File: src/saturn_types_pkg.sv
// datapath widths and word types, imported by every RTL file of the arithmetic core
package saturn_types_pkg;

    localparam int NIBBLES      = 16;
    localparam int WORD_W       = 4 * NIBBLES;
    localparam int ARITH_REGS   = 4;            // A to D
    localparam int SCRATCH_REGS = 8;            // R0 to R7

    typedef logic [WORD_W-1:0]  word_t;
    typedef logic [3:0]         nib_idx_t;      // field bound, digit 0 is rightmost
    typedef logic [NIBBLES-1:0] nib_mask_t;
    typedef logic [2:0]         reg_idx_t;

    // spread a per-nibble enable over the four bits of each digit
    function automatic word_t nib_to_bits(input nib_mask_t m);
        word_t bits;
        for (int i = 0; i < NIBBLES; i++)
        begin
            bits[4*i +: 4] = {4{m[i]}};
        end
        return bits;
    endfunction

endpackage
File: src/saturn_ops_pkg.sv
// ALU operation codes and operand/destination selector codes of the arithmetic core
package saturn_ops_pkg;

    typedef enum logic [4:0] {
        ALU_TFR  = 5'd0,
        ALU_ADD  = 5'd1,
        ALU_SUB  = 5'd2,
        ALU_RSUB = 5'd3,                        // op2 - op1
        ALU_AND  = 5'd4,
        ALU_OR   = 5'd5,
        ALU_ANDN = 5'd6,
        ALU_EQ   = 5'd7,
        ALU_NEQ  = 5'd8,
        ALU_GT   = 5'd9,
        ALU_GTEQ = 5'd10,
        ALU_LT   = 5'd11,
        ALU_LTEQ = 5'd12
    } alu_op_t;

    typedef logic [2:0] opsel_t;

    localparam opsel_t SEL_ARITH   = 3'b000;
    localparam opsel_t SEL_SCRATCH = 3'b001;
    localparam opsel_t SEL_LITERAL = 3'b011;
    localparam opsel_t SEL_ONES    = 3'b110;
    localparam opsel_t SEL_ZERO    = 3'b111;

    localparam saturn_types_pkg::word_t ONES_DEC = 64'h9999_9999_9999_9999;
    localparam saturn_types_pkg::word_t ONES_HEX = 64'hFFFF_FFFF_FFFF_FFFF;

endpackage

File: src/alu_operand_if.sv
// latched operand bundle between the operand path and the ALU
`timescale 1ns/1ps

interface alu_operand_if;
    import saturn_types_pkg::*;

    word_t    op1;                              // masked source
    word_t    op2;
    nib_idx_t left;                             // field at latch time
    nib_idx_t right;

    modport src (
        output op1, op2, left, right
    );

    modport alu (
        input  op1, op2, left, right
    );

endinterface

File: src/operand_path.sv
// field mask decode, operand select and mask, and the operand latches feeding the ALU
`timescale 1ns/1ps

module operand_path (
    input  logic                        clk_in,
    input  logic                        reset_i,
    input  logic                        latch_i,
    input  saturn_ops_pkg::opsel_t      op1_sel_i,
    input  saturn_ops_pkg::opsel_t      op2_sel_i,
    input  saturn_types_pkg::reg_idx_t  op1_idx_i,
    input  saturn_types_pkg::reg_idx_t  op2_idx_i,
    input  saturn_types_pkg::word_t     literal_i,
    input  saturn_types_pkg::nib_idx_t  left_i,
    input  saturn_types_pkg::nib_idx_t  right_i,
    input  logic                        decimal_i,
    input  saturn_types_pkg::word_t     rd1_i,
    input  saturn_types_pkg::word_t     rd2_i,
    output saturn_ops_pkg::opsel_t      rd1_bank_o,
    output saturn_ops_pkg::opsel_t      rd2_bank_o,
    output saturn_types_pkg::reg_idx_t  rd1_idx_o,
    output saturn_types_pkg::reg_idx_t  rd2_idx_o,
    output saturn_types_pkg::nib_mask_t wr_mask_o,
    output saturn_types_pkg::word_t     data_o,
    alu_operand_if.src                  opnd
);
    import saturn_types_pkg::*;
    import saturn_ops_pkg::*;

    nib_mask_t field_mask;
    word_t     field_bits;
    word_t     op1_raw;
    word_t     op2_raw;
    word_t     op1_masked;
    word_t     op2_masked;

    function automatic word_t pick_operand(input opsel_t sel, input word_t rd,
                                           input word_t lit, input logic dec);
        case (sel)
            SEL_ARITH, SEL_SCRATCH: return rd;
            SEL_LITERAL:            return lit;
            SEL_ONES:               return dec ? ONES_DEC : ONES_HEX;
            default:                return '0;
        endcase
    endfunction

    // right > left leaves the mask empty
    always_comb
    begin
        for (int i = 0; i < NIBBLES; i++)
        begin
            field_mask[i] = (nib_idx_t'(i) >= right_i) && (nib_idx_t'(i) <= left_i);
        end
    end

    assign field_bits = nib_to_bits(field_mask);
    assign wr_mask_o  = field_mask;             // live field, used at write-back

    assign rd1_bank_o = op1_sel_i;
    assign rd2_bank_o = op2_sel_i;
    assign rd1_idx_o  = op1_idx_i;
    assign rd2_idx_o  = op2_idx_i;

    assign op1_raw    = pick_operand(op1_sel_i, rd1_i, literal_i, decimal_i);
    assign op2_raw    = pick_operand(op2_sel_i, rd2_i, literal_i, decimal_i);
    assign op1_masked = op1_raw & field_bits;
    assign op2_masked = op2_raw & field_bits;
    assign data_o     = op1_masked;             // memory write port

    always_ff @(posedge clk_in)
    begin
        if (reset_i)
        begin
            opnd.op1   <= '0;
            opnd.op2   <= '0;
            opnd.left  <= '0;
            opnd.right <= '0;
        end
        else if (latch_i)
        begin
            opnd.op1   <= op1_masked;
            opnd.op2   <= op2_masked;
            opnd.left  <= left_i;
            opnd.right <= right_i;
        end
    end

endmodule

File: src/flat_wrapper.sv
// flat-port wrapper written by rule: the top's interface ports become plain ports
module operand_path_flat import saturn_types_pkg::*; import saturn_ops_pkg::*;
  (clk_in, reset_i, latch_i, op1_sel_i, op2_sel_i, op1_idx_i, op2_idx_i, literal_i, left_i, right_i, decimal_i, rd1_i, rd2_i, rd1_bank_o, rd2_bank_o, rd1_idx_o, rd2_idx_o, wr_mask_o, data_o, opnd_op1, opnd_op2, opnd_left, opnd_right);
  alu_operand_if opnd_i ();
  input  logic clk_in;
  input  logic reset_i;
  input  logic latch_i;
  input  saturn_ops_pkg::opsel_t op1_sel_i;
  input  saturn_ops_pkg::opsel_t op2_sel_i;
  input  saturn_types_pkg::reg_idx_t op1_idx_i;
  input  saturn_types_pkg::reg_idx_t op2_idx_i;
  input  saturn_types_pkg::word_t literal_i;
  input  saturn_types_pkg::nib_idx_t left_i;
  input  saturn_types_pkg::nib_idx_t right_i;
  input  logic decimal_i;
  input  saturn_types_pkg::word_t rd1_i;
  input  saturn_types_pkg::word_t rd2_i;
  output saturn_ops_pkg::opsel_t rd1_bank_o;
  output saturn_ops_pkg::opsel_t rd2_bank_o;
  output saturn_types_pkg::reg_idx_t rd1_idx_o;
  output saturn_types_pkg::reg_idx_t rd2_idx_o;
  output saturn_types_pkg::nib_mask_t wr_mask_o;
  output saturn_types_pkg::word_t data_o;
  output wire logic [$bits(opnd_i.op1)-1:0] opnd_op1;
  output wire logic [$bits(opnd_i.op2)-1:0] opnd_op2;
  output wire logic [$bits(opnd_i.left)-1:0] opnd_left;
  output wire logic [$bits(opnd_i.right)-1:0] opnd_right;
  assign opnd_op1 = opnd_i.op1;
  assign opnd_op2 = opnd_i.op2;
  assign opnd_left = opnd_i.left;
  assign opnd_right = opnd_i.right;
  operand_path u_core (.clk_in(clk_in), .reset_i(reset_i), .latch_i(latch_i), .op1_sel_i(op1_sel_i), .op2_sel_i(op2_sel_i), .op1_idx_i(op1_idx_i), .op2_idx_i(op2_idx_i), .literal_i(literal_i), .left_i(left_i), .right_i(right_i), .decimal_i(decimal_i), .rd1_i(rd1_i), .rd2_i(rd2_i), .rd1_bank_o(rd1_bank_o), .rd2_bank_o(rd2_bank_o), .rd1_idx_o(rd1_idx_o), .rd2_idx_o(rd2_idx_o), .wr_mask_o(wr_mask_o), .data_o(data_o), .opnd(opnd_i));
endmodule
File: config.mk
export PLATFORM = sky130hd
export DESIGN_NAME = operand_path_flat
export DESIGN_NICKNAME = d
export VERILOG_FILES = /design/src/saturn_types_pkg.sv /design/src/saturn_ops_pkg.sv /design/src/alu_operand_if.sv /design/src/operand_path.sv /design/src/flat_wrapper.sv
export SDC_FILE = /design/constraint.sdc
export NUM_CORES = 1
export LEC_CHECK = 0
export BUFFER_PORTS_ARGS = -buffer_cell sky130_fd_sc_hd__buf_2
export CORE_AREA = 2 2 172 174
export CTS_BUF_LIST = sky130_fd_sc_hd__clkbuf_16
export DETAILED_ROUTE_END_ITERATION = 7
export DIE_AREA = 0 0 174 176
export PLACE_DENSITY = 0.62
export SKIP_LAST_GASP = 1
export SYNTH_ARGS = -nofsm -noshare
export SYNTH_HDL_FRONTEND = slang
export SYNTH_SLANG_ARGS = --single-unit
File: constraint.sdc
create_clock -name clk_in -period 1.4 [get_ports clk_in]
set_input_delay 0.07 -clock clk_in [delete_from_list [all_inputs] [get_ports clk_in]]
set_output_delay 0.07 -clock clk_in [all_outputs]
set_load 0.02 [all_outputs]
==> metrics.csv, run 1 <==
metric;value;unit
rrSetupSlack;430;ps
grt_max_degree;58;
period_share;101.4;%
drc_errors;0;
endpoint;data_o[9];
layout_min_cycle_time;1419;ps
tightest_slew;888.3;ps
viasPerCell;5.434;
p_leak;5.747;nW
path_clk_slew;70;ps
final_common_cell;buf_2;
synth-seq-area-share;36.10;%
syn_to_final_growth;72.31;%
clockBufferDepth;2;
synth_top_area_cell;dfxtp_1;
grt_pass1_vias;9434;
final_cell_mix;buf_2, dfxtp_1, buf_4, nand2_1, o32ai_1;
r2r-end;u_core.opnd.op2[42]$_SDFFE_PP0P_;
max_cap_viol_count;0;
synth_area_leaders;dfxtp_1, a32o_1, o32ai_1, nor2b_1, nand2_1;
synth_top_area_share;36.10;%
fin_worst_skew;0;ps
synthArstFlopShare;0;%
synth-seq-cells;136;
htree_num_levels;4;
rows;62;
rr_startpoint;u_core.opnd.op2[42]$_SDFFE_PP0P_;
crit_slowest_cell;a2111oi_4;
cp_common_cell;buf_12;
fillers;2870;
die_area;30620;µm²
endpoint_kind;output port;
drive_above_1_share;52.65;%
fp.dieW;174;µm
gp_congestion;0.9062;
violations;setup timing;
worstRegToRegCells;2;
min_path_type;primary input to flop;
setup_ws;-19.35;ps
grt_pass1_wl;60640;µm
outcome;finished, violations left;
slew_violations;0;
setup_viol;2;
drt-wirelength-per-cell;24.48;µm
clockRootBuffer;clkbuf_16;
crit_required;1330;ps
vias;9705;
cp-startpoint;right_i[0];
ioPinCount;444;
worstPathArrival;1350;ps
grt_usage;26.57;%
syn_area_per_cell;8.610;µm²
dpl_cell_area;11160;µm²
cts_tree;yes;
rsz0062_at_grt;yes;
numClockSinks;136;
crit_chain;buf_12 -> a2111oi_4 -> buf_4 -> nand2_8 -> buf_12 -> nor2_4 -> buf_6;
antenna_found_initial;4;
synth_area;7542;µm²
postLayoutCellArea;13000;µm²
critPathMaxFanout;8;
timing.fmax;704.6;MHz
cpPeakStageDelay;450;ps
syn-instance-count;876;
p_per_area;891.1;nW/µm²
drtPass1Iterations;5;
clock_latency;410;ps
synth_ff_type;dfxtp_1;
vdd.ir_drop.worst;0.8267;mV
totalWireLength;43720;µm
synth_fp_nets;1092;
overflow;0;
numPortBuffers;431;
cts_buffers;17;
drt-initial-drc-count;669;
crit_buf_inv;4;
worstSetupPathType;primary input to output port;
core;28550;µm²
die_height;176;µm
total_power;11.58;mW
initial_core_util;26.42;%
hold_viol_final;0;
path_depth;7;
num-nets-final;1601;
hpwl;32460;µm
yosysWarnings;0;
cp-start-kind;primary input;
drtAntennaViolNets;0;
max_slew_margin;40.64;%
yosysUniqueCellTypes;52;
crit_family;buffers and inverters;
synth-edff-count;0;
## metrics by stage
step	util, %	TNS, ps	hold slack [ps]	worst slack, ps	instances
6_report	45.53	-35.22	9.797	-19.35	1786
5_1_grt	45.51	-332.8	10.32	-55.59	1784
4_1_cts	43.44	-211.1	4.713	-75.82	1754
3_5_place_dp	39.11	-25950	140.1	-322.8	1699
3_3_place_gp	39.11	-26060	140.1	-337.5	1699
2_1_floorplan	-	-1219	191.7	-49.32	876
## cell families (layout without fill, tap and decap cells)
logic type,Yosys count,in the layout,share of synthesized area (%)
AND/OR/NAND/NOR,249,249,15.58
other,0,4,0
XOR/XNOR,1,1,0.1161
flip-flops,136,136,36.10
multiplexers,9,9,1.194
buffers and inverters,141,663,8.842
AO/OA/AOI/OAI,340,340,38.17
## synthesized netlist by cell type, types with 2 or more instances
library cell and number:
dfxtp_1 136, nand2_1 97, nor2b_1 66, o32ai_1 64, clkbuf_1 62, nor2_1 62, a32o_1 60, a21oi_1 42
inv_1 30, a221o_1 28, o21ai_0 24, o2bb2ai_1 24, a221oi_1 20, buf_2 20, a21o_1 17, a22oi_1 16
buf_4 16, o21a_1 12, mux2i_1 9, o211a_1 8, buf_6 7, buf_1 5, nand3_1 5, a222oi_1 4
and2_1 3, nand2b_1 3, nand3b_1 3, nor3_1 3, a2111oi_4 2, a211o_1 2, a211oi_2 2, a311oi_2 2
o2111ai_1 2, o21ai_2 2
## cell type report
type | count | area [µm²] | share of cell area [%]
multi-input combinational | 599 | 4838 | 37.23
antenna | 4 | 10.01 | 0.07702
clock buffer | 17 | 425.4 | 3.273
tap | 384 | 480.5 | 3.697
sequential | 136 | 2723 | 20.95
inverter | 31 | 118.9 | 0.9146
timing repair buffer | 600 | 4227 | 32.52
clock inverter | 15 | 173.9 | 1.338
## worst min-delay path: stages
cell and delay (ps):
buf_8 90, buf_4 110, mux2i_1 60, nor2_1 70
## registers in the layout, indices dropped and copies added, names as in the netlist
name,cells
u_core.opnd.op1,64
u_core.opnd.left,4
u_core.opnd.op2,64
u_core.opnd.right,4
## per-layer routing
layer  track usage [%]  vias up  share of wire [%]
met5                 0        -              0.025
met4             9.419        2                3.5
met3             7.084       85                8.5
met2             45.19      558                 48
met1             32.40     4695                 40
li1                  -     4365                  -
## how the worst min path moves through the flow
stage / to / cells after the start / start / slack, ps
global placement: rd2_idx_o[0] / 0 / op2_idx_i[0] / 140
CTS: u_core.opnd.op2[30]$_SDFFE_PP0P_ / 3 / rd2_i[30] / 5
finish: u_core.opnd.left[3]$_SDFFE_PP0P_ / 4 / left_i[3] / 10
detailed placement: rd2_idx_o[0] / 0 / op2_idx_i[0] / 140
global route: u_core.opnd.op2[29]$_SDFFE_PP0P_ / 3 / rd2_i[29] / 10
floorplan: wr_mask_o[2] / 1 / right_i[2] / 190
## power breakdown
| group | switching [mW] | internal (mW) |
|---|---|---|
| clock network | 2.16 | 2.57 |
| registers | 0.0295 | 3.92 |
| logic | 1.64 | 1.27 |
| total | 3.83 | 7.75 |
## what timing repair did
action                                 in CTS  in global routing
setup buffers                               4                 22
setup endpoints to repair                  59                 53
endpoints found under the hold margin      17                  0
resized for setup                          84                 66
hold buffers                               17                  0
pin swaps                                   7                 14
gates cloned                                2                  7
No activity file was read; power rests on OpenSTA's default activity.
==> inputs of run 2 (changes only) <==
--- a/config.mk
+++ b/config.mk
@@ -11,6 +11,7 @@
 export DETAILED_ROUTE_END_ITERATION = 7
 export DIE_AREA = 0 0 174 176
 export PLACE_DENSITY = 0.62
+export REMOVE_ABC_BUFFERS = 1
 export SKIP_LAST_GASP = 1
 export SYNTH_ARGS = -nofsm -noshare
 export SYNTH_HDL_FRONTEND = slang
==> run 2 against run 1 <==
  * Combinational power shrank 3%
  * The run still ends with setup timing left
  * Hold slack gained 11 ps
  * Via count grew 0.71%
  * Largest cell class unchanged
  * Largest power group unchanged
  * Register-to-register slack gained 30 ps
  * First-iteration DRC count grew 7.3%
==> metrics.csv, run 2 (synthesis gave the netlist of run 1 again) <==
metric;value;unit
crit_family;buffers and inverters;
timing.fmax;710.1;MHz
vias;9774;
drc_errors;0;
crit_buf_inv;6;
path_clk_slew;60;ps
worstPathArrival;1340;ps
worstRegToRegCells;2;
path_depth;9;
hold_depth;2;
drtPass1Iterations;5;
final_cell_mix;buf_2, dfxtp_1, buf_4, nand2_1, o32ai_1;
grt_max_degree;44;
setup_viol;1;
tightest_slew;974.8;ps
fp.dieW;174;µm
fin_worst_skew;0;ps
gp_congestion;0.9228;
grt_usage;25.76;%
layout_min_cycle_time;1408;ps
antenna_found_initial;1;
crit_slowest_cell;a221oi_2;
rsz0062_at_grt;yes;
finalCoreUtilization;44.19;%
max_cap_viol_count;0;
numPortBuffers;431;
worstSetupPathType;primary input to output port;
drive_above_1_share;50.54;%
core;28550;µm²
rows;62;
crit_chain;buf_6 -> buf_8 -> nor2_4 -> buf_12 -> buf_16 -> a221oi_2 -> buf_4 -> nor2_1 -> buf_2;
place_ws;-356.1;ps
numClockSinks;136;
p_leak;5.672;nW
ioPinCount;444;
busiest_layer;met2;
cpPeakStageDelay;320;ps
vdd.ir_drop.worst;0.6652;mV
cp-start-kind;primary input;
htree_num_levels;4;
violations;setup timing;
fillers;2858;
die_height;176;µm
grt_pass1_wl;59000;µm
setup_ws;-8.344;ps
critPathMaxFanout;7;
gr-usage-met2;45.39;%
hpwl;30090;µm
totalWireLength;42780;µm
outcome;finished, violations left;
clockBufferDepth;2;
endpoint_kind;output port;
p_per_area;889.5;nW/µm²
die_area;30620;µm²
viasPerCell;5.485;
met1_usage;30.24;%
overflow;0;
drt-initial-drc-count;718;
clock_latency;410;ps
max_slew_margin;34.86;%
cts_tree;yes;
final_common_cell;buf_2;
reg_top3;u_core.opnd.op1: 64 flops, u_core.opnd.op2: 64 flops;
min_path_type;primary input to flop;
hold_viol_final;0;
initial_core_util;26.42;%
cts_buffers;17;
grt_pass1_vias;9667;
crit_required;1330;ps
period_share;100.6;%
clockRootBuffer;clkbuf_16;
slew_violations;0;
grt_use_met3;5.879;%
syn_to_final_growth;67.27;%
drtAntennaViolNets;0;
drt-wirelength-per-cell;24.01;µm
num-nets-final;1600;
run 2: cell count changes in the layout (fill, tap and decap cells not counted), moves of 6 or more:
| cell | previous run | this run |
|---|---|---|
| buf_6 | 20 | 37 |
| nor2_1 | 28 | 43 |
| nor2_2 | 23 | 8 |
| buf_12 | 33 | 23 |
| dlygate4sd3_1 | 17 | 7 |
| o211a_1 | 0 | 8 |
| o211a_4 | 8 | 0 |
| a22oi_1 | 2 | 9 |
| a22oi_2 | 14 | 7 |
| inv_8 | 6 | 0 |
run 2: cell type report:
| class | instances | area, µm² | share of cell area [%] |
|---|---|---|---|
| multi-input combinational | 599 | 4638 | 36.77 |
| timing repair buffer | 599 | 4100 | 32.50 |
| sequential | 136 | 2723 | 21.58 |
| tap | 384 | 480.5 | 3.808 |
| clock buffer | 17 | 425.4 | 3.372 |
| clock inverter | 15 | 130.1 | 1.031 |
| inverter | 31 | 116.4 | 0.9224 |
| antenna | 1 | 2.502 | 0.01984 |
run 2: routing by layer:
layer	part of all wire (%)	routed length (µm)	vias up
li1	-	-	4356
met1	40	16940	4679
met2	49	20850	641
met3	8.0	3424	98
met4	3.6	1560	0
met5	0	0	-
run 2: through the flow:
step                      hold slack (ps)  setup TNS, ps  power [mW]  cells  cell area [µm²]
after floorplan                     139.1        -182810       4.945    766             6992
after global placement              140.2         -20110       6.427   1713            10960
after detailed placement            140.2         -20160       6.441   1713            10960
after CTS                           3.645         -846.3       11.06   1759            11940
after global routing                19.08         -221.5       11.63   1782            12620
final                               21.19         -8.344       11.22   1782            12620
run 2: path summary, 6_finish.rpt:
| path | startpoint | endpoint | slack (ps) |
|---|---|---|---|
| min | reset_i | u_core.opnd.right[3]$_SDFFE_PP0P_ | 20 |
| max reg2reg | u_core.opnd.op2[41]$_SDFFE_PP0P_ | u_core.opnd.op2[41]$_SDFFE_PP0P_ | 460 |
| max | op1_sel_i[2] | data_o[5] | -8 |
| min reg2reg | u_core.opnd.op2[3]$_SDFFE_PP0P_ | u_core.opnd.op2[3]$_SDFFE_PP0P_ | 460 |
run 2: report_power, final:
group	total, mW	switching (mW)	internal [mW]
Sequential	3.95	0.0320	3.92
Clock	4.45	1.99	2.45
Combinational	2.82	1.58	1.24
Total	11.2	3.61	7.61
run 2: timing repair:
| item | 4_1_cts | 5_1_grt |
|---|---|---|
| hold buffers | 7 | 0 |
| setup endpoints to repair | 58 | 64 |
| cloned | 1 | 7 |
| endpoints found under the hold margin | 7 | 0 |
| buffers inserted | 6 | 16 |
| resized for setup | 74 | 103 |
| pin swaps | 13 | 15 |
==> inputs of run 3 (changes only) <==
--- a/config.mk
+++ b/config.mk
@@ -16,3 +16,4 @@
 export SYNTH_ARGS = -nofsm -noshare
 export SYNTH_HDL_FRONTEND = slang
 export SYNTH_SLANG_ARGS = --single-unit
+export TNS_END_PERCENT = 20
==> run 3 against run 2 <==
  * The flow still finishes with violations (setup timing)
  * Flip-flop and latch count did not move
  * Largest power group unchanged
  * Setup slack lost 36 ps
  * Clock power is essentially flat
  * Final area is 2.7% lower
  * Global-route usage is essentially flat
  * Sequential share of layout area up 0.59 points
  * Final cell count down 0.62%
  * Wire length down 2.2%
  * Non-clock buffer count shrank 11
  * Count of clock-buffer cells in the layout did not move
==> metrics.csv, run 3 (synthesis gave the netlist of run 1 again) <==
metric;value;unit
busiest_layer;met2;
cts_tree;yes;
register_area;2723;µm²
fp.dieW;174;µm
period_share;103.2;%
drt-wirelength-per-cell;23.63;µm
drive_above_1_share;49.42;%
tightest_slew;970.9;ps
rows;62;
worstPathArrival;1370;ps
syn_to_final_growth;62.81;%
cp_common_cell;buf_6;
hold_viol_final;0;
setup_viol;7;
die_height;176;µm
drt-initial-drc-count;596;
core;28550;µm²
final_cell_mix;buf_2, dfxtp_1, buf_4, nand2_1, o32ai_1;
grt_max_degree;44;
vdd.ir_drop.worst;0.6433;mV
overflow;0;
rsz0062_at_grt;yes;
cts_buffers;17;
drc_errors;0;
drtPass1Iterations;5;
crit_family;buffers and inverters;
grt_use_met3;5.879;%
path_clk_slew;60;ps
clockRootBuffer;clkbuf_16;
gr-usage-met2;45.20;%
die_area;30620;µm²
crit_buf_inv;5;
fin_worst_skew;0;ps
layout_min_cycle_time;1444;ps
place_ws;-356.1;ps
reg_top3;u_core.opnd.op1: 64 flops, u_core.opnd.op2: 64 flops;
num-nets-final;1589;
grt_usage;25.73;%
setup_ws;-44.29;ps
antenna_found_initial;2;
multi_input_comb_area;4518;µm²
ioPinCount;444;
cpPeakStageDelay;420;ps
final_common_cell;buf_2;
fillers;2891;
initial_core_util;26.42;%
endpoint_kind;output port;
min_path_type;primary input to flop;
totalWireLength;41850;µm
setup_tns;-122.4;ps
outcome;finished, violations left;
numPortBuffers;431;
clock_latency;410;ps
crit_required;1330;ps
crit_slowest_cell;a311oi_4;
htree_num_levels;4;
cp-start-kind;primary input;
gp_congestion;0.9228;
viasPerCell;5.413;
p_per_area;902.5;nW/µm²
worstSetupPathType;primary input to output port;
timing.fmax;692.4;MHz
met1_usage;30.31;%
hpwl;30090;µm
max_cap_viol_count;0;
rrSetupSlack;460;ps
drtAntennaViolNets;0;
critPathMaxFanout;10;
grt_pass1_wl;58930;µm
max_slew_margin;35.12;%
numClockSinks;136;
vias;9586;
violations;setup timing;
p_leak;5.583;nW
clockBufferDepth;2;
slew_violations;0;
crit_chain;buf_12 -> buf_6 -> buf_4 -> a311oi_4 -> buf_6 -> nand2_8 -> nor2_4 -> buf_6;
grt_pass1_vias;9653;
## run 3: through the flow
stage / std cells / util [%] / power [mW] / hold slack, ps / area (µm²)
6_report: 1771 / 43.01 / 11.08 / 24.29 / 12280
5_1_grt: 1771 / 43.01 / 11.50 / 19.60 / 12280
4_1_cts: 1757 / 41.55 / 11.04 / 3.645 / 11860
3_5_place_dp: 1713 / 38.38 / 6.441 / 140.2 / 10960
3_3_place_gp: 1713 / 38.38 / 6.427 / 140.2 / 10960
2_1_floorplan: 766 / - / 4.945 / 139.1 / 6992
## run 3: path summary, 6_finish.rpt
kind                                         start                           endpoint  depth (start not counted)
setup / recovery                        right_i[1]                         data_o[55]                          8
hold / removal                             reset_i  u_core.opnd.right[3]$_SDFFE_PP0P_                          2
setup reg to reg  u_core.opnd.op2[41]$_SDFFE_PP0P_   u_core.opnd.op2[41]$_SDFFE_PP0P_                          2
hold reg to reg    u_core.opnd.op2[3]$_SDFFE_PP0P_    u_core.opnd.op2[3]$_SDFFE_PP0P_                          1
## run 3: timing repair
action	in CTS	in global routing
gates resized for setup	55	82
hold buffers	7	0
cloned	1	4
buffers inserted	4	10
hold endpoints to repair	7	0
pin swaps	12	12
endpoints found under the setup margin	58	64
## run 3: report_power, final
| group | internal (mW) | switching, mW |
|---|---|---|
| combinational | 1.16 | 1.54 |
| sequential | 3.92 | 0.0318 |
| clock | 2.45 | 1.98 |
## run 3: worst reg2reg max path: stages (launching register included)
cell and delay [ps]:
dfxtp_1 330, a222oi_1 360, a221oi_1 120
## run 3: final cells by class
cell class                 count  share of cell area (%)
clock buffer                  17                   3.464
clock inverter                15                   1.060
antenna                        1                 0.02038
multi-input combinational    599                   36.79
tap                          384                   3.913
timing repair buffer         588                   31.63
sequential                   136                   22.17
inverter                      31                  0.9476
## run 3: metal layers
metal	wire (µm)	part of all wire, %	vias up
li1	-	-	4336
met1	16800	40	4578
met2	20400	49	586
met3	3265	7.8	86
met4	1384	3.3	0
met5	0	0	-
