**config.mk**
```make
export PLATFORM = sky130hd
export DESIGN_NAME = alu_exec_flat
export DESIGN_NICKNAME = d
export VERILOG_FILES = /design/src/saturn_types_pkg.sv /design/src/saturn_ops_pkg.sv /design/src/alu_operand_if.sv /design/src/alu_exec.sv /design/src/nibble_compare.sv /design/src/bcd_addsub.sv /design/src/flat_wrapper.sv
export SDC_FILE = /design/constraint.sdc
export NUM_CORES = 1
export LEC_CHECK = 0
export BUFFER_PORTS_ARGS = -buffer_cell sky130_fd_sc_hd__buf_2
export CAP_MARGIN = 20
export CORE_MARGIN = 8
export CORE_UTILIZATION = 50
export DETAILED_ROUTE_END_ITERATION = 6
export PLACE_DENSITY = 0.72
export SLEW_MARGIN = 20
export SYNTH_ARGS = -nofsm -noshare
export SYNTH_HDL_FRONTEND = slang
export SYNTH_SLANG_ARGS = --single-unit
```
**constraint.sdc**
```tcl
create_clock -name clk_in -period 37.2 [get_ports clk_in]
set_input_delay 3.72 -clock clk_in [delete_from_list [all_inputs] [get_ports clk_in]]
set_output_delay 3.72 -clock clk_in [all_outputs]
set_load 0.01 [all_outputs]
```
**src/saturn_types_pkg.sv**
```systemverilog
// datapath widths and word types, imported by every RTL file of the arithmetic core
package saturn_types_pkg;

    localparam int NIBBLES      = 16;
    localparam int WORD_W       = 4 * NIBBLES;
    localparam int ARITH_REGS   = 4;            // A to D
    localparam int SCRATCH_REGS = 8;            // R0 to R7

    typedef logic [WORD_W-1:0]  word_t;
    typedef logic [3:0]         nib_idx_t;      // field bound, digit 0 is rightmost
    typedef logic [NIBBLES-1:0] nib_mask_t;
    typedef logic [2:0]         reg_idx_t;

    // spread a per-nibble enable over the four bits of each digit
    function automatic word_t nib_to_bits(input nib_mask_t m);
        word_t bits;
        for (int i = 0; i < NIBBLES; i++)
        begin
            bits[4*i +: 4] = {4{m[i]}};
        end
        return bits;
    endfunction

endpackage
```
**src/saturn_ops_pkg.sv**
```systemverilog
// ALU operation codes and operand/destination selector codes of the arithmetic core
package saturn_ops_pkg;

    typedef enum logic [4:0] {
        ALU_TFR  = 5'd0,
        ALU_ADD  = 5'd1,
        ALU_SUB  = 5'd2,
        ALU_RSUB = 5'd3,                        // op2 - op1
        ALU_AND  = 5'd4,
        ALU_OR   = 5'd5,
        ALU_ANDN = 5'd6,
        ALU_EQ   = 5'd7,
        ALU_NEQ  = 5'd8,
        ALU_GT   = 5'd9,
        ALU_GTEQ = 5'd10,
        ALU_LT   = 5'd11,
        ALU_LTEQ = 5'd12
    } alu_op_t;

    typedef logic [2:0] opsel_t;

    localparam opsel_t SEL_ARITH   = 3'b000;
    localparam opsel_t SEL_SCRATCH = 3'b001;
    localparam opsel_t SEL_LITERAL = 3'b011;
    localparam opsel_t SEL_ONES    = 3'b110;
    localparam opsel_t SEL_ZERO    = 3'b111;

    localparam saturn_types_pkg::word_t ONES_DEC = 64'h9999_9999_9999_9999;
    localparam saturn_types_pkg::word_t ONES_HEX = 64'hFFFF_FFFF_FFFF_FFFF;

endpackage

```
**src/alu_operand_if.sv**
```systemverilog
// latched operand bundle between the operand path and the ALU
`timescale 1ns/1ps

interface alu_operand_if;
    import saturn_types_pkg::*;

    word_t    op1;                              // masked source
    word_t    op2;
    nib_idx_t left;                             // field at latch time
    nib_idx_t right;

    modport src (
        output op1, op2, left, right
    );

    modport alu (
        input  op1, op2, left, right
    );

endinterface

```
**src/alu_exec.sv**
```systemverilog
// ALU operation decode, result and carry select, carry and decimal flag registers
`timescale 1ns/1ps

module alu_exec (
    input  logic                     clk_in,
    input  logic                     reset_i,
    alu_operand_if.alu               opnd,
    input  saturn_ops_pkg::alu_op_t  alu_op_i,
    input  logic                     forced_carry_i,
    input  logic                     forced_hex_i,
    input  logic                     write_carry_i,
    input  logic                     set_carry_i,
    input  logic                     clr_carry_i,
    input  logic                     set_dec_i,
    input  logic                     set_hex_i,
    output saturn_types_pkg::word_t  q_o,
    output logic                     carry_o,
    output logic                     decimal_o
);
    import saturn_types_pkg::*;
    import saturn_ops_pkg::*;

    logic  is_rsub;
    logic  add_sub;
    logic  add_dec;
    word_t add_a;
    word_t add_b;
    word_t sum_q;
    logic  sum_c;
    logic  cmp_eq;
    logic  cmp_gt;
    logic  cmp_lt;
    logic  alu_carry;
    logic  carry_q;
    logic  decimal_q;

    assign is_rsub = (alu_op_i == ALU_RSUB);
    assign add_sub = (alu_op_i == ALU_SUB) || is_rsub;
    assign add_a   = is_rsub ? opnd.op2 : opnd.op1;     // shared subtractor, swapped
    assign add_b   = is_rsub ? opnd.op1 : opnd.op2;
    assign add_dec = decimal_q && !(forced_hex_i && !is_rsub);

    bcd_addsub u_addsub (
        .a_i        (add_a),
        .b_i        (add_b),
        .sub_i      (add_sub),
        .dec_i      (add_dec),
        .cin_i      (forced_carry_i),
        .cin_pos_i  (opnd.right),
        .cout_pos_i (opnd.left),
        .q_o        (sum_q),
        .cout_o     (sum_c)
    );

    nibble_compare u_cmp (
        .a_i  (opnd.op2),
        .b_i  (opnd.op1),
        .eq_o (cmp_eq),
        .gt_o (cmp_gt),
        .lt_o (cmp_lt)
    );

    always_comb
    begin
        q_o       = opnd.op1;                   // TFR and compares
        alu_carry = 1'b0;
        case (alu_op_i)
            ALU_ADD, ALU_SUB, ALU_RSUB:
            begin
                q_o       = sum_q;
                alu_carry = sum_c;
            end
            ALU_AND:  q_o = opnd.op1 & opnd.op2;
            ALU_OR:   q_o = opnd.op1 | opnd.op2;
            ALU_ANDN: q_o = opnd.op1 & ~opnd.op2;
            ALU_EQ:   alu_carry = cmp_eq;
            ALU_NEQ:  alu_carry = !cmp_eq;
            ALU_GT:   alu_carry = cmp_gt;
            ALU_GTEQ: alu_carry = cmp_gt | cmp_eq;
            ALU_LT:   alu_carry = cmp_lt;
            ALU_LTEQ: alu_carry = cmp_lt | cmp_eq;
            default: ;
        endcase
    end

    always_ff @(posedge clk_in)
    begin
        if (reset_i)
        begin
            carry_q   <= 1'b0;
            decimal_q <= 1'b0;                  // start in hex
        end
        else
        begin
            if (clr_carry_i)
                carry_q <= 1'b0;
            else if (set_carry_i)
                carry_q <= 1'b1;
            else if (write_carry_i)
                carry_q <= alu_carry;
            if (set_hex_i)
                decimal_q <= 1'b0;
            else if (set_dec_i)
                decimal_q <= 1'b1;
        end
    end

    assign carry_o   = carry_q;
    assign decimal_o = decimal_q;

endmodule

```
**src/nibble_compare.sv**
```systemverilog
// magnitude compare of two words, first unequal nibble from the top decides
`timescale 1ns/1ps

module nibble_compare (
    input  saturn_types_pkg::word_t a_i,
    input  saturn_types_pkg::word_t b_i,
    output logic                    eq_o,
    output logic                    gt_o,
    output logic                    lt_o
);
    import saturn_types_pkg::*;

    always_comb
    begin
        gt_o = 1'b0;
        lt_o = 1'b0;
        for (int i = NIBBLES - 1; i >= 0; i--)
        begin
            if (!gt_o && !lt_o)                 // still undecided
            begin
                if (a_i[4*i +: 4] > b_i[4*i +: 4])
                    gt_o = 1'b1;
                else if (a_i[4*i +: 4] < b_i[4*i +: 4])
                    lt_o = 1'b1;
            end
        end
        eq_o = !gt_o && !lt_o;
    end

endmodule

```
**src/bcd_addsub.sv**
```systemverilog
// 16-digit ripple adder-subtractor, decimal or hex, with forced carry and field carry-out
`timescale 1ns/1ps

module bcd_addsub (
    input  saturn_types_pkg::word_t    a_i,
    input  saturn_types_pkg::word_t    b_i,
    input  logic                       sub_i,
    input  logic                       dec_i,
    input  logic                       cin_i,
    input  saturn_types_pkg::nib_idx_t cin_pos_i,   // digit taking the forced carry
    input  saturn_types_pkg::nib_idx_t cout_pos_i,  // digit whose carry is reported
    output saturn_types_pkg::word_t    q_o,
    output logic                       cout_o
);
    import saturn_types_pkg::*;

    always_comb
    begin : digit_chain
        logic       carry;
        logic       cin_d;
        logic [4:0] raw;
        logic [3:0] digit;

        carry  = 1'b0;
        cout_o = 1'b0;
        q_o    = '0;
        for (int i = 0; i < NIBBLES; i++)
        begin
            cin_d = carry | (cin_i && (cin_pos_i == nib_idx_t'(i)));
            if (sub_i)
            begin
                raw   = {1'b0, a_i[4*i +: 4]} - {1'b0, b_i[4*i +: 4]} - {4'h0, cin_d};
                carry = raw[4];                             // borrow
                digit = (dec_i && carry) ? raw[3:0] - 4'h6 : raw[3:0];
            end
            else
            begin
                raw   = {1'b0, a_i[4*i +: 4]} + {1'b0, b_i[4*i +: 4]} + {4'h0, cin_d};
                carry = dec_i ? (raw > 5'd9) : raw[4];
                digit = (dec_i && carry) ? raw[3:0] + 4'h6 : raw[3:0];
            end
            q_o[4*i +: 4] = digit;
            if (cout_pos_i == nib_idx_t'(i))
                cout_o = carry;
        end
    end

endmodule

```
**src/flat_wrapper.sv**
```systemverilog
// flat-port wrapper written by rule: the top's interface ports become plain ports
module alu_exec_flat import saturn_types_pkg::*; import saturn_ops_pkg::*;
  (clk_in, reset_i, alu_op_i, forced_carry_i, forced_hex_i, write_carry_i, set_carry_i, clr_carry_i, set_dec_i, set_hex_i, q_o, carry_o, decimal_o, opnd_op1, opnd_op2, opnd_left, opnd_right);
  alu_operand_if opnd_i ();
  input  logic clk_in;
  input  logic reset_i;
  input  saturn_ops_pkg::alu_op_t alu_op_i;
  input  logic forced_carry_i;
  input  logic forced_hex_i;
  input  logic write_carry_i;
  input  logic set_carry_i;
  input  logic clr_carry_i;
  input  logic set_dec_i;
  input  logic set_hex_i;
  output saturn_types_pkg::word_t q_o;
  output logic carry_o;
  output logic decimal_o;
  input wire logic [$bits(opnd_i.op1)-1:0] opnd_op1;
  input wire logic [$bits(opnd_i.op2)-1:0] opnd_op2;
  input wire logic [$bits(opnd_i.left)-1:0] opnd_left;
  input wire logic [$bits(opnd_i.right)-1:0] opnd_right;
  assign opnd_i.op1 = opnd_op1;
  assign opnd_i.op2 = opnd_op2;
  assign opnd_i.left = opnd_left;
  assign opnd_i.right = opnd_right;
  alu_exec u_core (.clk_in(clk_in), .reset_i(reset_i), .opnd(opnd_i), .alu_op_i(alu_op_i), .forced_carry_i(forced_carry_i), .forced_hex_i(forced_hex_i), .write_carry_i(write_carry_i), .set_carry_i(set_carry_i), .clr_carry_i(clr_carry_i), .set_dec_i(set_dec_i), .set_hex_i(set_hex_i), .q_o(q_o), .carry_o(carry_o), .decimal_o(decimal_o));
endmodule
```
==> results of run 1 <==
[kinds of logic after synthesis]
logic type | after synthesis
AO/OA/AOI/OAI | 609
XOR/XNOR | 192
adder cells (fa/ha/maj) | 305
buffers and inverters | 342
flip-flops | 2
multiplexers | 42
AND/OR/NAND/NOR | 568
[layer usage]
layer	part of all wire, %	wire, microns	GRT usage, %
met2	45	23390	47.99
met3	10	5180	4.391
met4	3.9	2014	11.14
met5	0	0	0
met1	41	21280	37.61
[power by group through the flow]
| stage | sequential [mW] | combinational [mW] | clock (mW) |
|---|---|---|---|
| 2_1_floorplan | 0.00241 | 0.193 | 0 |
| 3_3_place_gp | 0.00241 | 0.259 | 0 |
| 3_5_place_dp | 0.00243 | 0.267 | 0 |
| 4_1_cts | 0.00240 | 0.269 | 0.0162 |
| 5_1_grt | 0.00241 | 0.316 | 0.0166 |
| 6_report | 0.00241 | 0.283 | 0.0162 |
[cell usage in the layout, fill, tap and decap left out, types with 79 or more instances in the layout]
| master | instances |
|---|---|
| o21ai_0 | 96 |
| inv_1 | 227 |
| a31oi_1 | 79 |
| xnor2_1 | 137 |
| ha_1 | 240 |
| a21oi_1 | 140 |
| nor2_1 | 216 |
| buf_2 | 215 |
| nand2_1 | 183 |
[what timing repair did]
action | 4_1_cts | 5_1_grt
pin swaps | 0 | 20
endpoints found under the setup margin | 3 | 7
cloned | 0 | 0
resized for setup | 2 | 63
buffers inserted | 0 | 15
[critical path, delay by kind of cell]
kind,cells,cell delay (ns)
multiplexers,1,0.10
AO/OA/AOI/OAI,49,8.86
AND/OR/NAND/NOR,23,2.30
adder cells (fa/ha/maj),33,11.72
buffers and inverters,37,3.27
XOR/XNOR,9,1.86
[registers in the layout, summed over array words and instances (netlist names)]
| signal | count |
|---|---|
| u_core.carry_o | 1 |
| u_core.decimal_o | 1 |
[layout make-up]
type	count	share of cell area, %
Inverter	227	5.329
Sequential cell	2	0.2504
Clock buffer	3	0.4696
Tap cell	378	2.958
Timing Repair Buffer	256	8.663
Multi-Input combinational cell	1716	82.22
Antenna cell	7	0.1096
[path summary, 6_finish.rpt]
kind                            startpoint                            end
max reg2reg  u_core.decimal_o$_SDFFE_PP0P_    u_core.carry_o$_SDFFE_PP0P_
min reg2reg  u_core.decimal_o$_SDFFE_PP0P_  u_core.decimal_o$_SDFFE_PP0P_
max                         forced_carry_i                        q_o[61]
min          u_core.decimal_o$_SDFFE_PP0P_  u_core.decimal_o$_SDFFE_PP0P_
==> summary.txt, run 1 <==
Setup path
  – CP most frequent cell: inv_1
  – R2R cell count: 147
  – CP max stage cell: fa_2
  – CP max FO: 6
  – CP Data Required Time: 33.48 ns
  – CP arrival: 31.85 ns
  – FF-to-FF setup slack: 9.12 ns
  – Startpoint type of the worst setup path: input port
  – Crit. End Element: primary output
  – Slowest Stage Delay on Critical Path: 0.56 ns
  – Crit path kind: input port to primary output

Power
  – Combinational power share: 93.8%
  – Pleak: 7.584 nW
  – Switching power: 0.1722 mW
  – Clk pwr share: 5.4%
  – Power Dens Cells: 18.88 nW/um^2
  – Overall power: 0.3019 mW
  – Int Power: 0.1297 mW
  – Maximum vdd ir drop: 12.65 uV
  – Sw frac: 57.03%
  – Sequential power share: 0.8%

Synthesis
  – Synth Area in Compound Gates: 27.22%
  – Most common cell in the netlist: ha_1
  – Synth top cells by count: ha_1 (241), inv_1 (227), nor2_1 (225)
  – XOR/XNOR Fraction of Synth Area: 11.83%
  – Mean Syn Cell Area: 6.903 sq um
  – Post-synthesis sequential area ratio: 0.2816%
  – Mapped Cells: 2060
  – Post-Synth Simple-Gate Area: 17.84%
  – Post-synth top area share: 21.21%
  – Flops & latches, synth: 2
  – Yosys cell types: 79
  – Main combinational cell family by area after synthesis: adder cells
  – Number of synthesized flops with an enable pin: 0
  – Post-Syn Nets: 2515
  – Cell taking the most area after synthesis: ha_1
  – Async set-or-reset flop fraction in the synthesized netlist: 0%
  – Synth warn: 0
  – Mux cell area share after synthesis: 2.965%
  – Synth area leaders: ha_1 (21%), fa_1 (9.0%), xnor2_1 (8.9%)
  – Post-Synth Adder-Cell Area: 30.22%
  – Synth Cell Area: 14220 sq um
  – Synth Flop Type: dfxtp_1

Clocking
  – Clock Tree Root: clkbuf_16
  – CTS tree: done
  – Hold_buf cts: 0
  – H-tree depth: 1
  – Reg clk slew, reported paths: 0.03 ns
  – Cts bufs inserted: 3
  – CTS Buffer Depth: 2
  – Clk sinks: 2
  – Clock Latency Late Sink: 0.22 ns

Run
  – MaxCap Viol Count: 0

Place
  – Number of port buffers: 215
  – RePlAce Congestion: 0.9591
  – DPL Wire Length: 38400 microns
  – Placed cell count: 2563
  – Dpl cell area: 15490 sq um
  – Setup slack at placement: -0.1931 ns

Route
  – Iter 0 DRT Violations: 1462
  – Antenna-violating nets left: 0
  – Post-route DRC violation count: 1
  – DR WL/cell: 20.03 microns
  – DR vias: 15692
  – First-pass DRT Iterations: 7
  – Via density: 6.061
  – Total wire length: 51860 microns

Timing
  – Final setup vio count: 0
  – Final min period: 35.57 ns
  – Worst-Margin Slew: 1.024 ns
  – Achievable frequency: 28.11 MHz
  – Hold Slack: 0.5963 ns
  – Clock Skew: 0.0002874 ns
  – Max-slew headroom: 31.52%
  – Crit share post-route: 95.63%
  – Final hold vios: 0
  – Max-slew violation count: 0
  – Setup TNS: 0 ns
  – Worst setup margin: 1.625 ns

Die
  – Die span in x: 184.6 microns
  – Top Ports: 216
  – Die Ht: 184.6 microns
  – Die ar.: 34090 sq um
  – Initial Util: 50.90%
  – Row cnt: 61
  – Placeable Area: 27930 sq um

Layout
  – Fin util: 57.23%
  – Finished Layout Cells: 2589
  – Nets@finish: 2661
  – Final instance area: 15990 sq um
  – Area of the multi-input gates: 13150 sq um
  – Share of post-route cells with drive strength above 1: 15.61%
  – Reg area: 40.04 sq um
  – Area delta synth->final: 12.43%
  – Fillers: 2714

Global routing
  – Gr ovfl total: 0
  – Largest net degree at the start of global routing: 74
  – Tot GR Track Use: 29.05%
  – Vias in the first global route: 15288
  – First-pass GRT wire length: 80520 microns
  – Initial antenna violation count: 5

Status
  – Failing checks: design-rule violations
  – Status: finished, violations left

Hold path
  – Hold Path Class: flip-flop to flip-flop
  – Hold-critical path depth: 2
Power figures use the tool's default switching activity.
==> inputs of run 2 (changes only) <==
==> constraint.sdc (replaced) <==
create_clock -name clk_in -period 37.2 [get_ports clk_in]
set_input_delay 1.86 -clock clk_in [delete_from_list [all_inputs] [get_ports clk_in]]
set_output_delay 1.86 -clock clk_in [all_outputs]
set_load 0.01 [all_outputs]
==> summary.txt, run 2 (synthesized netlist as in run 1, its figures left out) <==
Place
  – Number of port buffers: 215 (unchanged)
  – RePlAce Congestion: 0.9743 (+1.6%)
  – DPL Wire Length: 38530 microns (+0.33%)
  – Setup slack at placement: 2.198 ns (+2.391 ns)

Timing
  – Crit share post-route: 93.14% (-2.5 points)
  – Worst-Margin Slew: 1.052 ns (+0.02849 ns)
  – Max-slew headroom: 29.62% (-1.9 points)
  – Final setup vio count: 0 (unchanged)
  – Clock Skew: 0.001195 ns (+0.0009073 ns)
  – Final hold vios: 0 (unchanged)
  – Achievable frequency: 28.86 MHz (+2.7%)
  – Unrepaired setup endpoints after global routing: no
  – Setup TNS: 0 ns (unchanged)
  – Final min period: 34.65 ns (-0.9252 ns)
  – Worst setup margin: 2.550 ns (+0.9252 ns)
  – Max-slew violation count: 0 (unchanged)

Clocking
  – CTS resizes: 0 (-2)
  – Cts bufs inserted: 3 (unchanged)
  – Clock Tree Root: clkbuf_16
  – CTS tree: done
  – Reg clk slew, reported paths: 0.03 ns (about the same)
  – Clock Latency Late Sink: 0.22 ns (about the same)
  – Hold_buf cts: 0 (unchanged)
  – H-tree depth: 1 (unchanged)
  – Clk sinks: 2 (unchanged)
  – CTS Buffer Depth: 2 (unchanged)
  – Post-CTS Repair Setup Buffers: 0 (unchanged)

Route
  – DR vias: 15535 (-1.0%)
  – Iter 0 DRT Violations: 1292 (-12%)
  – Post-route DRC violation count: 0 (-1)
  – Antenna-violating nets left: 0 (unchanged)
  – Via density: 6.052 (-0.15%)
  – DR WL/cell: 19.94 microns (-0.45%)
  – First-pass DRT Iterations: 5 (-2)
  – Total wire length: 51190 microns (-1.3%)

Power
  – Combinational power share: 93.5% (-0.3 points)
  – Maximum vdd ir drop: 10.43 uV (-18%)
  – Clk pwr share: 5.6% (+0.2 points)
  – Power Dens Cells: 18.67 nW/um^2 (-1.1%)
  – Overall power: 0.2905 mW (-3.8%)
  – Pleak: 7.415 nW (-2.2%)
  – Switching power: 0.1671 mW (-3.0%)
  – Int Power: 0.1234 mW (-4.8%)
  – Sequential power share: 0.8% (about the same)
  – Sw frac: 57.51% (+0.48 points)

Layout
  – Share of post-route cells with drive strength above 1: 12.18% (-3.4 points)
  – Most frequent cells in the layout: ha_1 (241), inv_1 (227), nor2_1 (225)
  – Area delta synth->final: 9.450%
  – Fillers: 2770 (+2.1%)
  – Nets@finish: 2641 (-0.75%)
  – Most common cell after layout, fill and taps aside: ha_1

Global routing
  – Gr ovfl total: 0 (unchanged)
  – Tot GR Track Use: 28.66% (-0.39 points)
  – Largest net degree at the start of global routing: 77 (+4.1%)
  – Initial antenna violation count: 4 (-1)
  – First-pass GRT wire length: 79350 microns (-1.4%)
  – Vias in the first global route: 15209 (-0.52%)

Die
  – Placeable Area: 27930 sq um (unchanged)
  – Initial Util: 50.90% (unchanged)
  – Die span in x: 184.6 microns (unchanged)
  – Die Ht: 184.6 microns (unchanged)
  – Row cnt: 61 (unchanged)
  – Top Ports: 216 (unchanged)
  – Die ar.: 34090 sq um (unchanged)

Hold path
  – Hold Crit Start: u_core.decimal_o$_SDFFE_PP0P_
  – Hold Path Class: flip-flop to flip-flop
  – Hold endpoint: u_core.decimal_o$_SDFFE_PP0P_
  – Hold-critical path depth: 2 (unchanged)

Setup path
  – Reg-to-Reg End: u_core.carry_o$_SDFFE_PP0P_
  – Crit. End Element: primary output
  – CP bufs+invs: 35 (-5.4%)
  – FF-to-FF setup slack: 7.51 ns (-1.61 ns)
  – Slowest Stage Delay on Critical Path: 0.57 ns (about the same)
  – CP arrival: 32.79 ns (+0.94 ns)
  – FF-to-FF Start: u_core.decimal_o$_SDFFE_PP0P_
  – CP max FO: 38 (+32)
  – CP Data Required Time: 35.34 ns (+1.86 ns)
  – R2R cell count: 147 (unchanged)
  – Crit path kind: input port to primary output
  – CP max stage cell: nor2_8
  – Startpoint type of the worst setup path: input port
  – Largest delay share family, worst path: adder cells

Status
  – Status: completed

Run
  – MaxCap Viol Count: 0 (unchanged)
-- run 2: metal layers --
layer / GRT usage, % / routed length [microns] / vias to the layer above
met4: 12.16 / 2054 / 4
li1: - / - / 7338
met1: 36.51 / 21220 / 7322
met3: 4.410 / 4674 / 146
met2: 47.50 / 23210 / 725
met5: 0 / 30 / -
-- run 2: how the worst max path moves through the flow --
stage / from / end / cells past startpoint
final: alu_op_i[0] / q_o[61] / 157
after global routing: alu_op_i[1] / q_o[61] / 156
after CTS: alu_op_i[1] / q_o[61] / 154
after floorplan: alu_op_i[3] / q_o[61] / 157
after detailed placement: alu_op_i[1] / q_o[61] / 154
after global placement: alu_op_i[1] / q_o[61] / 155
-- run 2: layout make-up --
| cell class | instances | area [sq um] | area share, % |
|---|---|---|---|
| inverter | 227 | 852.1 | 5.475 |
| tap | 378 | 473.0 | 3.039 |
| sequential | 2 | 40.04 | 0.2573 |
| timing repair buffer | 235 | 1229 | 7.895 |
| clock buffer | 3 | 75.07 | 0.4824 |
| multi-input combinational | 1717 | 12880 | 82.77 |
| antenna | 5 | 12.51 | 0.08039 |
-- run 2: per-stage QoR --
step | utilization [%] | hold slack (ns) | cells | instance area (sq um)
final | 55.72 | 0.5804 | 2567 | 15560
after detailed placement | 55.32 | 0.5582 | 2558 | 15450
after global routing | 55.69 | 0.6043 | 2564 | 15560
after global placement | 55.32 | 0.5573 | 2558 | 15450
after floorplan | - | 0.5230 | 2060 | 14220
after CTS | 55.59 | 0.5653 | 2561 | 15530
-- run 2: power groups by stage --
stage          Combinational, mW  Clock (mW)  Sequential, mW
3_5_place_dp               0.266           0         0.00241
6_report                   0.272      0.0164         0.00240
5_1_grt                    0.303      0.0166         0.00240
3_3_place_gp               0.259           0         0.00241
4_1_cts                    0.268      0.0162         0.00238
2_1_floorplan              0.193           0         0.00241
-- run 2: worst min-delay path, cell delays in order (launching register included) --
cell	delay, ns
dfxtp_1	0.36
nor2_1	0.12
nor3_1	0.05
==> inputs of run 3 (changes only) <==
Settings changed: PLACE_DENSITY 0.72 to 0.71, SYNTH_HIERARCHICAL from default to 1.
==> summary.txt, run 3 <==
Global routing
  – First-pass GRT wire length: 81830 microns (+3.1%)
  – Vias in the first global route: 15881 (+4.4%)
  – Tot GR Track Use: 25.88% (-2.8 points)
  – Gr ovfl total: 0 (unchanged)
  – Largest net degree at the start of global routing: 104 (+35%)
  – Initial antenna violation count: 8 (+4)

Setup path
  – CP bufs+invs: 49 (+40%)
  – R2R cell count: 176 (+20%)
  – CP most frequent cell: inv_2
  – CP max FO: 5 (-87%)
  – Crit. End Element: primary output
  – CP max stage cell: fa_2
  – FF-to-FF setup slack: 5.04 ns (-2.47 ns)
  – Largest delay share family, worst path: adder cells
  – Startpoint type of the worst setup path: input port
  – FF-to-FF Start: u_core/decimal_o$_SDFFE_PP0P_
  – CP Data Required Time: 35.34 ns (about the same)
  – Crit path kind: input port to primary output
  – Slowest Stage Delay on Critical Path: 0.57 ns (about the same)
  – CP arrival: 34.50 ns (+1.71 ns)
  – Reg-to-Reg End: u_core/carry_o$_SDFFE_PP0P_

Route
  – Antenna-violating nets left: 0 (unchanged)
  – Total wire length: 53660 microns (+4.8%)
  – Post-route DRC violation count: 0 (unchanged)
  – DR vias: 16432 (+5.8%)
  – Via density: 5.804 (-4.1%)
  – First-pass DRT Iterations: 7 (+2)
  – Iter 0 DRT Violations: 1321 (+2.2%)
  – DR WL/cell: 18.96 microns (-5.0%)

Power
  – Pleak: 9.425 nW (+27%)
  – Power Dens Cells: 22.21 nW/um^2 (+19%)
  – Maximum vdd ir drop: 16.57 uV (+59%)

Hold path
  – Hold Crit Start: u_core/decimal_o$_SDFFE_PP0P_
  – Hold-critical path depth: 2 (unchanged)
  – Hold Path Class: flip-flop to flip-flop
  – Hold endpoint: u_core/decimal_o$_SDFFE_PP0P_

Timing
  – Final min period: 36.36 ns (+1.709 ns)
  – Worst setup margin: 0.8412 ns (-1.709 ns)
  – Unrepaired setup endpoints after global routing: yes
  – Final hold vios: 0 (unchanged)
  – Worst-Margin Slew: 1.181 ns (+0.1288 ns)
  – Max-slew violation count: 0 (unchanged)
  – Clock Skew: 0.001703 ns (+0.0005084 ns)
  – Achievable frequency: 27.50 MHz (-4.7%)
  – Crit share post-route: 97.74% (+4.6 points)
  – Max-slew headroom: 20.43% (-9.2 points)
  – Final setup vio count: 0 (unchanged)

Synthesis
  – Cell taking the most area after synthesis: ha_1
  – Number of synthesized flops with an enable pin: 0 (unchanged)
  – Async set-or-reset flop fraction in the synthesized netlist: 0% (unchanged)
  – Post-Syn Nets: 2657 (+5.6%)
  – Yosys cell types: 85 (+7.6%)
  – Synth Flop Type: dfxtp_1
  – Flops & latches, synth: 2 (unchanged)
  – Post-synthesis sequential area ratio: 0.2526% (-0.029 points)
  – Most common cell in the netlist: inv_1
  – Synth Cell Area: 15850 sq um (+11%)
  – Mean Syn Cell Area: 7.247 sq um (+5.0%)
  – Mapped Cells: 2187 (+6.2%)
  – Synth top cells by count: inv_1 (348), ha_1 (256), o21ai_0 (219)
  – Synth warn: 6 (+6)
  – Synth area leaders: ha_1 (20%), inv_1 (8.2%), fa_1 (8.1%)
  – Post-synth top area share: 20.21% (-1.0 points)

Die
  – Die span in x: 194.0 microns (+5.1%)
  – Top Ports: 216 (unchanged)
  – Row cnt: 65 (+6.6%)
  – Die ar.: 37650 sq um (+10%)
  – Die Ht: 194.0 microns (+5.1%)
  – Placeable Area: 31390 sq um (+12%)
  – Initial Util: 50.49% (-0.41 points)

Layout
  – Final instance area: 18930 sq um (+22%)
  – Share of post-route cells with drive strength above 1: 25.32% (+13 points)
  – Fillers: 2884 (+4.1%)
  – Area delta synth->final: 19.45%
  – Most frequent cells in the layout: inv_1 (303), ha_1 (226), buf_2 (210)
  – Area of the multi-input gates: 14840 sq um (+15%)
  – Nets@finish: 2897 (+9.7%)
  – Fin util: 60.31% (+4.6 points)
  – Reg area: 40.04 sq um (unchanged)
  – Most common cell after layout, fill and taps aside: inv_1

Clocking
  – Cts bufs inserted: 3 (unchanged)
  – Clk sinks: 2 (unchanged)
  – Clock Tree Root: clkbuf_16
  – CTS Buffer Depth: 2 (unchanged)
  – Reg clk slew, reported paths: 0.03 ns (about the same)
  – Clock Latency Late Sink: 0.22 ns (about the same)
  – H-tree depth: 1 (unchanged)
  – CTS tree: done

Run
  – MaxCap Viol Count: 0 (unchanged)

Place
  – Setup slack at placement: -1.347 ns (-3.545 ns)
  – Number of port buffers: 215 (unchanged)
  – Dpl cell area: 17490 sq um (+13%)
  – DPL Wire Length: 39750 microns (+3.2%)
  – RePlAce Congestion: 0.9102 (-6.6%)

Status
  – Status: completed
## run 3: worst max-delay path by stage
| stage | from | endpoint | slack [ns] | depth (start not counted) |
|---|---|---|---|---|
| 2_1_floorplan | alu_op_i[4] | q_o[63] | 0.90 | 181 |
| 3_3_place_gp | alu_op_i[0] | q_o[63] | 0.28 | 180 |
| 3_5_place_dp | alu_op_i[0] | q_o[63] | -1.35 | 180 |
| 4_1_cts | alu_op_i[0] | q_o[63] | 0.03 | 181 |
| 5_1_grt | alu_op_i[0] | q_o[63] | -0.56 | 181 |
| 6_report | alu_op_i[0] | q_o[63] | 0.84 | 181 |
## run 3: through the flow
stage	cells	total power [mW]	TNS (ns)	hold slack (ns)
after global routing	2830	0.4594	-1.609	0.5812
after detailed placement	2780	0.3353	-4.066	0.5126
after global placement	2780	0.3217	0	0.4934
after CTS	2796	0.3615	0	0.5432
final	2831	0.4206	0	0.5430
after floorplan	2187	0.2321	0	0.5200
## run 3: final cells by class
| class | instances | share of cell area (%) |
|---|---|---|
| multi-input cells | 1721 | 78.36 |
| repair buffers | 350 | 11.30 |
| flip-flops and latches | 2 | 0.2115 |
| well taps | 402 | 2.657 |
| inverters | 349 | 7.025 |
| diodes | 4 | 0.05287 |
| clock buffers | 3 | 0.3965 |
## run 3: cells by family (layout without fill, tap and decap cells)
group | after synthesis | in the layout | synth area share, %
XOR/XNOR | 156 | 156 | 8.620
AND/OR/NAND/NOR | 462 | 462 | 15.20
buffers and inverters | 464 | 702 | 12.41
flip-flops | 2 | 2 | 0.2526
multiplexers | 104 | 104 | 8.091
other | 0 | 4 | 0
AO/OA/AOI/OAI | 679 | 679 | 27.13
adder cells (fa/ha/maj) | 320 | 320 | 28.29
## run 3: where the power goes
group | switching [mW] | internal (mW)
registers | 0.0000788 | 0.00228
logic | 0.219 | 0.183
clock network | 0.00242 | 0.0137
total | 0.221 | 0.199
## run 3: routing by layer
metal | part of all wire [%] | track usage (%) | routed length (microns)
met1 | 44 | 33.31 | 23470
met2 | 46 | 43.84 | 24590
met3 | 7.3 | 4.339 | 3899
met4 | 3.1 | 7.412 | 1668
met5 | 0.065 | 0 | 35
## run 3: timing repair
action                     CTS  global route
hold buffers                 0             0
resized for setup           37           233
buffers inserted            13            32
setup endpoints to repair    4             8
pin swaps                   10           103
## run 3: worst min-delay path, stage by stage, from the launching register on
cell	delay, ns
dfxtp_1	0.31
nor2_1	0.12
nor3_1	0.06
